**src/design/pu_pkg.sv**
```systemverilog
package pu_pkg;

    localparam int data_width      = 32;
    localparam int attr_width      = 4;
    localparam int half_width      = 16;
    localparam int invalid_bit     = 0;
    localparam int acc_neg_bit     = 1; // a write with this bit set subtracts.
    localparam int acc_load_bit    = 2; // a write with this bit set replaces the sum.
    localparam int frac_bits       = 0;
    localparam int fram_depth      = 8;
    localparam int fram_addr_width = 3;

    typedef enum logic [0:0] {
        op_nop,
        op_move
    } pu_op_e;

    typedef enum logic [2:0] {
        unit_ext,
        unit_mul,
        unit_acc,
        unit_fram,
        unit_none
    } pu_unit_e;

    typedef struct packed {
        logic [data_width-1:0] data;
        logic [attr_width-1:0] attr;
    } bus_word_t;

    typedef struct packed {
        pu_op_e                     op;
        pu_unit_e                   src;
        logic                       dst_mul;
        logic                       dst_acc;
        logic                       dst_fram;
        logic                       dst_ext;
        logic [fram_addr_width-1:0] fram_addr;
        bus_word_t                  ext_word; // only driven when src is unit_ext.
    } pu_instr_t;

    typedef struct packed {
        logic wr;
        logic oe;
    } pu_strobe_t;

endpackage

```
**src/design/pu_multiplier.sv**
```systemverilog
`timescale 1ns/1ps

module pu_multiplier (
    input  logic                clk,
    input  logic                rst,
    input  pu_pkg::pu_strobe_t  ctl,
    input  pu_pkg::bus_word_t   din,
    output pu_pkg::bus_word_t   dout
);

    localparam int hi_width = pu_pkg::data_width - pu_pkg::half_width + 1;

    logic [pu_pkg::data_width-1:0] arg [2];
    logic                          arg_inv [2];
    logic                          arg_sel;

    logic                          sel_d;
    logic                          load_pending;
    logic                          invalid_value;

    logic [hi_width-1:0]           hi0;
    logic [hi_width-1:0]           hi1;
    logic                          range_ok0;
    logic                          range_ok1;

    logic signed [pu_pkg::data_width-1:0] product;
    logic [pu_pkg::data_width-1:0]        product_r;
    logic                                 invalid_r;

    always_ff @(posedge clk) begin
        if (rst) begin
            arg_sel <= 1'b0;
        end else if (ctl.wr) begin
            arg[arg_sel]     <= din.data;
            arg_inv[arg_sel] <= din.attr[pu_pkg::invalid_bit];
            arg_sel          <= ~arg_sel;
        end
    end

    // the operand is in range when bits above bit 15 repeat its sign.
    assign hi0       = arg[0][pu_pkg::data_width-1:pu_pkg::half_width-1];
    assign hi1       = arg[1][pu_pkg::data_width-1:pu_pkg::half_width-1];
    assign range_ok0 = (&hi0) | ~(|hi0);
    assign range_ok1 = (&hi1) | ~(|hi1);

    assign product = $signed(arg[0][pu_pkg::half_width-1:0])
                   * $signed(arg[1][pu_pkg::half_width-1:0]);

    always_ff @(posedge clk) begin
        invalid_value <= arg_inv[0] | arg_inv[1] | ~range_ok0 | ~range_ok1;
        if (rst) begin
            sel_d        <= 1'b0;
            load_pending <= 1'b0;
        end else begin
            sel_d        <= arg_sel;
            load_pending <= ~arg_sel & sel_d; // toggle fell, so the second argument is in.
        end
    end

    always_ff @(posedge clk) begin
        if (rst) begin
            product_r <= '0;
            invalid_r <= 1'b0;
        end else if (load_pending) begin
            product_r <= product >>> pu_pkg::frac_bits;
            invalid_r <= invalid_value;
        end
    end

    always_comb begin
        dout      = '0;
        dout.data = ctl.oe ? product_r : '0;
        dout.attr[pu_pkg::invalid_bit] = ctl.oe & invalid_r;
    end

    a_no_wr_with_oe: assert property (
        @(posedge clk) disable iff (rst) !(ctl.wr && ctl.oe)
    );

endmodule

```
**src/design/pu_accum.sv**
```systemverilog
`timescale 1ns/1ps

module pu_accum (
    input  logic                clk,
    input  logic                rst,
    input  pu_pkg::pu_strobe_t  ctl,
    input  pu_pkg::bus_word_t   din,
    output pu_pkg::bus_word_t   dout
);

    localparam int msb = pu_pkg::data_width - 1;

    logic [pu_pkg::data_width-1:0] sum;
    logic                          sum_invalid;

    logic [pu_pkg::data_width-1:0] result;
    logic                          do_sub;
    logic                          do_load;
    logic                          overflow;
    logic                          din_invalid;

    assign do_sub      = din.attr[pu_pkg::acc_neg_bit];
    assign do_load     = din.attr[pu_pkg::acc_load_bit];
    assign din_invalid = din.attr[pu_pkg::invalid_bit];

    assign result = do_sub ? sum - din.data : sum + din.data;

    always_comb begin
        if (do_sub) begin
            overflow = (sum[msb] != din.data[msb]) && (result[msb] != sum[msb]);
        end else begin
            overflow = (sum[msb] == din.data[msb]) && (result[msb] != sum[msb]);
        end
    end

    always_ff @(posedge clk) begin
        if (rst) begin
            sum         <= '0;
            sum_invalid <= 1'b0;
        end else if (ctl.wr) begin
            if (do_load) begin
                sum         <= din.data;
                sum_invalid <= din_invalid; // a load starts a fresh invalid history.
            end else begin
                sum         <= result;
                sum_invalid <= sum_invalid | overflow | din_invalid;
            end
        end
    end

    always_comb begin
        dout      = '0;
        dout.data = ctl.oe ? sum : '0;
        dout.attr[pu_pkg::invalid_bit] = ctl.oe & sum_invalid;
    end

endmodule

```
**src/design/pu_fram.sv**
```systemverilog
`timescale 1ns/1ps

module pu_fram (
    input  logic                               clk,
    input  pu_pkg::pu_strobe_t                 ctl,
    input  logic [pu_pkg::fram_addr_width-1:0] addr,
    input  pu_pkg::bus_word_t                  din,
    output pu_pkg::bus_word_t                  dout
);

    pu_pkg::bus_word_t mem [pu_pkg::fram_depth];

    always_ff @(posedge clk) begin
        if (ctl.wr) begin
            mem[addr] <= din; // data and attributes are stored together.
        end
    end

    // read is combinational so a read transfer completes in its own cycle.
    assign dout = ctl.oe ? mem[addr] : '0;

endmodule

```
**src/design/pu_bus_ctrl.sv**
```systemverilog
`timescale 1ns/1ps

module pu_bus_ctrl (
    input  logic                               clk,
    input  logic                               rst,
    input  logic                               instr_stb,
    input  pu_pkg::pu_instr_t                  instr,
    input  pu_pkg::bus_word_t                  bus,
    output pu_pkg::bus_word_t                  ext_drive,
    output pu_pkg::pu_strobe_t                 mul_ctl,
    output pu_pkg::pu_strobe_t                 acc_ctl,
    output pu_pkg::pu_strobe_t                 fram_ctl,
    output logic [pu_pkg::fram_addr_width-1:0] fram_addr,
    output logic                               out_valid,
    output pu_pkg::bus_word_t                  out_word
);

    pu_pkg::pu_instr_t instr_r;
    logic              stb_r;
    logic              move;
    logic              ext_oe;

    always_ff @(posedge clk) begin
        if (rst) begin
            stb_r <= 1'b0;
        end else begin
            stb_r <= instr_stb;
        end
    end

    always_ff @(posedge clk) begin
        if (instr_stb) begin
            instr_r <= instr;
        end
    end

    assign move = stb_r && (instr_r.op == pu_pkg::op_move);

    // src selects one output enable and the destination mask sets the write strobes.
    assign ext_oe      = move && (instr_r.src == pu_pkg::unit_ext);
    assign mul_ctl.oe  = move && (instr_r.src == pu_pkg::unit_mul);
    assign acc_ctl.oe  = move && (instr_r.src == pu_pkg::unit_acc);
    assign fram_ctl.oe = move && (instr_r.src == pu_pkg::unit_fram);

    assign mul_ctl.wr  = move && instr_r.dst_mul;
    assign acc_ctl.wr  = move && instr_r.dst_acc;
    assign fram_ctl.wr = move && instr_r.dst_fram;

    assign fram_addr = instr_r.fram_addr;
    assign ext_drive = ext_oe ? instr_r.ext_word : '0;

    always_ff @(posedge clk) begin
        if (rst) begin
            out_valid <= 1'b0;
            out_word  <= '0;
        end else begin
            out_valid <= move && instr_r.dst_ext;
            if (move && instr_r.dst_ext) begin
                out_word <= bus; // the bus holds the source word in the transfer cycle.
            end
        end
    end

    a_src_not_dst: assert property (
        @(posedge clk) disable iff (rst)
        instr_stb && (instr.op == pu_pkg::op_move) |=>
            !(mul_ctl.wr && mul_ctl.oe) &&
            !(acc_ctl.wr && acc_ctl.oe) &&
            !(fram_ctl.wr && fram_ctl.oe)
    );

endmodule

```
**src/design/pu_net.sv**
```systemverilog
`timescale 1ns/1ps

module pu_net (
    input  logic              clk,
    input  logic              rst,
    input  logic              instr_stb,
    input  pu_pkg::pu_instr_t instr,
    output logic              out_valid,
    output pu_pkg::bus_word_t out_word
);

    pu_pkg::bus_word_t  bus;
    pu_pkg::bus_word_t  ext_word;
    pu_pkg::bus_word_t  mul_word;
    pu_pkg::bus_word_t  acc_word;
    pu_pkg::bus_word_t  fram_word;

    pu_pkg::pu_strobe_t mul_ctl;
    pu_pkg::pu_strobe_t acc_ctl;
    pu_pkg::pu_strobe_t fram_ctl;

    logic [pu_pkg::fram_addr_width-1:0] fram_addr;

    // every idle party drives zeros, so the OR is the selected word.
    assign bus = ext_word | mul_word | acc_word | fram_word;

    pu_bus_ctrl ctrl_i (
        .clk       (clk),
        .rst       (rst),
        .instr_stb (instr_stb),
        .instr     (instr),
        .bus       (bus),
        .ext_drive (ext_word),
        .mul_ctl   (mul_ctl),
        .acc_ctl   (acc_ctl),
        .fram_ctl  (fram_ctl),
        .fram_addr (fram_addr),
        .out_valid (out_valid),
        .out_word  (out_word)
    );

    pu_multiplier mul_i (
        .clk  (clk),
        .rst  (rst),
        .ctl  (mul_ctl),
        .din  (bus),
        .dout (mul_word)
    );

    pu_accum acc_i (
        .clk  (clk),
        .rst  (rst),
        .ctl  (acc_ctl),
        .din  (bus),
        .dout (acc_word)
    );

    pu_fram fram_i (
        .clk  (clk),
        .ctl  (fram_ctl),
        .addr (fram_addr),
        .din  (bus),
        .dout (fram_word)
    );

endmodule

```
**config.mk**
```make
export PLATFORM = sky130hd
export DESIGN_NAME = pu_net
export DESIGN_NICKNAME = d
export VERILOG_FILES = /design/src/design/pu_pkg.sv /design/src/design/pu_multiplier.sv /design/src/design/pu_accum.sv /design/src/design/pu_fram.sv /design/src/design/pu_bus_ctrl.sv /design/src/design/pu_net.sv
export SDC_FILE = /design/constraint.sdc
export NUM_CORES = 1
export LEC_CHECK = 0
export BUFFER_PORTS_ARGS = -buffer_cell sky130_fd_sc_hd__buf_4
export CAP_MARGIN = 30
export CELL_PAD_IN_SITES_DETAIL_PLACEMENT = 1
export CELL_PAD_IN_SITES_GLOBAL_PLACEMENT = 1
export CORE_MARGIN = 2
export CORE_UTILIZATION = 40
export CTS_BUF_LIST = sky130_fd_sc_hd__clkbuf_2
export CTS_CLUSTER_SIZE = 28
export DETAILED_ROUTE_END_ITERATION = 7
export MAX_ROUTING_LAYER = met4
export PLACE_DENSITY = 0.63
export SLEW_MARGIN = 20
export SYNTH_ARGS = -nofsm -noshare
export SYNTH_HDL_FRONTEND = slang
export SYNTH_SLANG_ARGS = --single-unit
export TNS_END_PERCENT = 10
```
**constraint.sdc**
```tcl
create_clock -name clk -period 13.05 [get_ports clk]
set_input_delay 1.305 -clock clk [delete_from_list [all_inputs] [get_ports clk]]
set_output_delay 1.305 -clock clk [all_outputs]
set_load 0.02 [all_outputs]
```
# Word level (Yosys, flattened, before mapping)
# Memory sizes are Yosys's and may differ from the RTL's. A register that Yosys moved wholly into a read port is not among the register bits.
# Index checks and enable logic that the tools add are counted.
# totals
elab_cells	81
register_bits	155
ramBits	354
input_bits	50
n_memories	3
out_inout_bits	37
# classes
eq_ne	6
muxes	14
n_reduce_logical	16
bitwise_logic	18
add_sub_neg	2
multipliers	1
# memory_table
name	depth	width	read_ports	rd_clocked_by_memory_dff	write_ports	line	source
fram_i.mem	8	36	1	1	1	pu_fram.sv:11	pu_pkg::bus_word_t mem [pu_pkg::fram_depth];
mul_i.arg	2	32	2	0	1	pu_multiplier.sv:13	logic [pu_pkg::data_width-1:0] arg [2];
mul_i.arg_inv	2	1	2	0	1	pu_multiplier.sv:14	logic arg_inv [2];
# op_table
op	n
$mux W32	4
$or A36 B36 Y36	3
$mux W36	2
$reduce_and A17 Y1	2
$reduce_or A17 Y1	2
$add A32 B32 Y32	1
$mul A16 B16 Y32	1
$sub A32 B32 Y32	1
$logic_and A1 B1 Y1	11
$mux W1	7
$or A1 B1 Y1	7
$eq A3 B2 Y1 const B	2
$not A1 Y1	5
$and A1 B1 Y1	3
$eq A3 B1 Y1 const B	1
$logic_not A3 Y1	1
$mux W3	1
$ne A1 B1 Y1	2
$eq A1 B1 Y1	1

# Logic depth before layout (Yosys ltp)
# logic_depth
ltp_word	14
depth_mapped	25

# By module
# From an unflattened synthesis, not the netlist that was laid out.
# hier_totals
hier_cells	2797
area_unflattened_um2	32707.6
# by_module_without_submodules
mod	n_inst	area_each_um2	seq_area_each_um2	cells_per_inst
pu_multiplier	1	13464.2	2722.6	1334
pu_fram	1	11392.2	8648.3	612
pu_accum	1	3980.1	660.6	548
pu_bus_ctrl	1	3601.0	2172.1	267
pu_net	1	270.3	0.0	36

# Least setup slack after synthesis
# No wires, ideal clock.
# synth_timing
path_type	reg-to-reg
from	memory mul_i.arg[0][15] (netlist name)
to	register mul_i.product_r[29] (netlist name)
path_slack_ps	6845
stages_incl_launch_ff	24
arrival_ps	6085
setup_ps	120
cell_sequence	edfxtp_1 clkbuf_1 clkbuf_1 nand2_1 inv_1 fa_1 fa_1 fa_1 fa_1 fa_1 inv_1 fa_1 inv_1 ha_1 a21o_1 a21o_1 a21oi_1 o31ai_1 a21o_1 a41oi_1 nand2b_1 a21oi_1 nor4_1 a211o_1
# synth_rtl
item	line	source
start, declared	pu_multiplier.sv:13	
end signal, assigned	pu_multiplier.sv:65	product_r <= product >>> pu_pkg::frac_bits;
end, declared	pu_multiplier.sv:27	logic [pu_pkg::data_width-1:0] product_r;

==> results.sh <==
export IMPL_syn_instance_count=2572
export IMPL_synth_compound_area_share_pct=7.81
export IMPL_ctsResizeCount=0
export IMPL_synth_top_family_by_area="adder cells"
export IMPL_cp_max_fo=33
export IMPL_viasPerCell=5.33
export IMPL_dp_hpwl_um=63000
export IMPL_start_util_pct=40.5
export IMPL_critPathMaxStageDelay_ns=0.66
export IMPL_async_flop_share_pct=0
export IMPL_drtIter0Drc=1295
export IMPL_slew_headroom_pct=38.4
export IMPL_routabilityCongestion=0.878
export IMPL_crit_chain="buf_12 -> buf_4 -> mux4_2 -> mux2i_1 -> nor2_1 -> a211oi_2 -> nand4_1 -> nor3_2 -> and2_1 -> nand4_1 -> o21bai_1 -> xnor2_1 -> ha_1 -> a2111oi_0 -> o21ai_0 -> a311oi_1 -> nor2_1 -> o41ai_1 -> nor2_1 -> and3_1 -> a21oi_1 -> a311oi_1"
export IMPL_synth_warnings=0
export IMPL_slew_violations=0
export IMPL_clock_skew_ns=0.0979
export IMPL_crit_top_cell="nor2_1"
export IMPL_pin_count=87
export IMPL_antenna_found_initial=3
export IMPL_internal_power_uw=2620
export IMPL_synth_nets=2999
export IMPL_finalCritPeriodShare_pct=55.3
export IMPL_port_buffer_count=86
export IMPL_clkPwrFrac_pct=31.0
export IMPL_synthSimpleGateAreaFrac_pct=10.1
export IMPL_worst_setup_path_type="flip-flop to flip-flop"
export IMPL_post_drt_wl_per_cell_um=23.0
export IMPL_ys_seq_area_share_pct=45.4
export IMPL_drv_cap=0
export IMPL_fin_cells=3878
export IMPL_cp_arrival_ns=8.28
export IMPL_fin_crit_ns=7.21
export IMPL_fp_dieH_um=284
export IMPL_final_common_cell="edfxtp_1"
export IMPL_cts_max_level=4
export IMPL_dp_slack_ns=5.74
export IMPL_avgSynthCellArea_um2=12.2
export IMPL_drt_pass1_iterations=5
export IMPL_grt_setup_unrepaired="false"
export IMPL_swShare_pct=31.6
export IMPL_status="complete, no violations"
export IMPL_netlist_area_um2=31400
export IMPL_grt_pass1_wl_um=138000
export IMPL_post_route_cells_drive_above_1_share_pct=16.0
export IMPL_ys_ff_latch=512
export IMPL_setup_viol=0
export IMPL_muxShareOfSynthArea_pct=7.13
export IMPL_cts_buffer_depth=3
export IMPL_cts_tree="yes"
export IMPL_worstPathRequired_ns=14.12
export IMPL_p_sw_uw=1210
export IMPL_die_w_um=284
export IMPL_worst_pin_slew_ns=0.919
export IMPL_dp_cells=3620
export IMPL_synth_area_leader_cell="edfxtp_1"
export IMPL_cts_sinks=512
export IMPL_synth_edff_count=401
export IMPL_seqPwrFrac_pct=47.2
export IMPL_vias=20700
export IMPL_synth_cell_type_count=76
export IMPL_root_buffer="clkbuf_2"
export IMPL_timing_fmax_ghz=0.139
export IMPL_synth_xor_area_share_pct=2.45
export IMPL_area_growth_pct=10.1
export IMPL_synthFlopType="edfxtp_1"
export IMPL_overflow=0
export IMPL_setup_tns_ns=0
export IMPL_core_area_um2=77600
export IMPL_grt_use_total_pct=23.4
export IMPL_yosys_area_share_adder_pct=21.3
export IMPL_die_area_um2=80800
export IMPL_layout_common_cells="401 x edfxtp_1, 343 x inv_1, 263 x fa_1, 211 x nand2_1, 202 x clkbuf_2"
export IMPL_reg2reg_depth=22
export IMPL_grt_max_degree=68
export IMPL_synth_top_area_share_pct=38.3
export IMPL_clk_latency_ns=1.30
export IMPL_slowest_stage="dfxtp_4"
export IMPL_ir_drop_v=0.0000594
export IMPL_drt_wl_total_um=89300
export IMPL_row_count=102
export IMPL_synth_area_leaders="edfxtp_1 38%, fa_1 17%, dfxtp_1 7.1%"
export IMPL_power_frac_comb_pct=21.8
export IMPL_path_clk_slew_ns=0.11
export IMPL_p_leak_uw=0.0141
export IMPL_grt_pass1_vias=23000
export IMPL_ant_nets=0
export IMPL_hold_path_class="input pin to flip-flop"
export IMPL_setup_ws_ns=5.84
export IMPL_drc=0
export IMPL_worstSetupEndpointType="flip-flop"
export IMPL_power_density_nw_per_um2=111
export IMPL_final_hold_violation_count=0
export IMPL_numCtsBuffers=136
export IMPL_hold_depth=1
export IMPL_fin_nets=3151
export IMPL_cp_start_kind="flip-flop"
## worst paths after layout
kind | end | slack (ns) | from
worst max-delay path | acc_i.sum_invalid$_SDFFE_PP0P_ | 5.84 | flip-flop
worst min register to register | mul_i.load_pending$_SDFF_PP0_ | 0.46 | mul_i.sel_d$_SDFF_PP0_
worst max register to register | acc_i.sum_invalid$_SDFFE_PP0P_ | 5.84 | flip-flop
worst min-delay path | ctrl_i.instr_r[12]$_DFFE_PP_ | 0.20 | instr[12]
## metrics by stage
step	utilization, %	power [uW]	hold WS [ns]	instance area, um2
after floorplan	-	2440	0.406	31400
after global placement	42.8	2660	0.425	33200
after detailed placement	42.8	2670	0.426	33200
final	44.6	3840	0.196	34600
after global routing	44.6	4050	0.0383	34600
after CTS	44.5	3880	0.00909	34600
## area by class of cell
class	count	area (um2)
well taps	1040	1300
clock inverters	45	293
multi-input cells	1602	15400
flip-flops and latches	512	14300
repair buffers	126	968
inverters	346	1300
diodes	5	12.5
fillers	8442	43000
clock buffers	202	1010
## synthesized netlist by cell type (all sizes together), types with 39 or more instances
| cell type | number |
|---|---|
| ha | 114 |
| clkbuf | 73 |
| nand2 | 211 |
| edfxtp | 401 |
| xnor2 | 65 |
| a211oi | 62 |
| mux2i | 57 |
| fa | 263 |
| and2 | 131 |
| dfxtp | 111 |
| mux4 | 72 |
| a21oi | 88 |
| inv | 345 |
| buf | 39 |
| nor2 | 163 |
## logic make-up after synthesis
family,Yosys count
buf+inv,458
simple gates,654
xor+xnor,88
mux,133
flops,512
compound gates,350
fa+ha+maj,377
## state kept, by name, summed over array words and instances (netlist names), named ones only
signal / flops
acc_i.sum: 32
acc_i.sum_invalid: 1
ctrl_i.fram_addr: 3
ctrl_i.instr_r: 44
ctrl_i.out_valid: 1
ctrl_i.out_word: 36
ctrl_i.stb_r: 1
fram_i.mem: 288
mul_i.arg: 64
mul_i.arg_inv: 2
mul_i.arg_sel: 1
mul_i.invalid_r: 1
mul_i.invalid_value: 1
mul_i.load_pending: 1
mul_i.product_r: 32
mul_i.sel_d: 1
## power groups by stage
stage	Sequential [uW]	Clock, uW	Combinational (uW)
floorplan	1830	0	609
global placement	1850	0	804
detailed placement	1850	0	822
finish	1810	1190	837
CTS	1820	1230	832
global route	1820	1310	930
## per-layer routing
layer / global-route usage, % / vias up / share of wire, %
met4: 7.43 / 0 / 2.5
met1: 31.2 / 10700 / 45
met3: 3.94 / 140 / 4.7
li1: - / 9265 / -
met5: - / - / 0
met2: 36.6 / 526 / 47
## worst max-delay path, delay by kind of cell, from the launching register on
kind | cells | cell delay (ns)
fa+ha+maj | 1 | 0.33
flops | 1 | 0.66
xor+xnor | 1 | 0.15
buf+inv | 2 | 0.91
mux | 2 | 0.75
compound gates | 8 | 2.36
simple gates | 8 | 1.83
## repair_timing
item | in CTS | in global routing
setup endpoints to repair | 0 | 0
hold buffers | 4 | 0
setup buffers | 0 | 0
endpoints found under the hold margin | 4 | 0
Note: power is estimated with default switching activity, not from simulation.
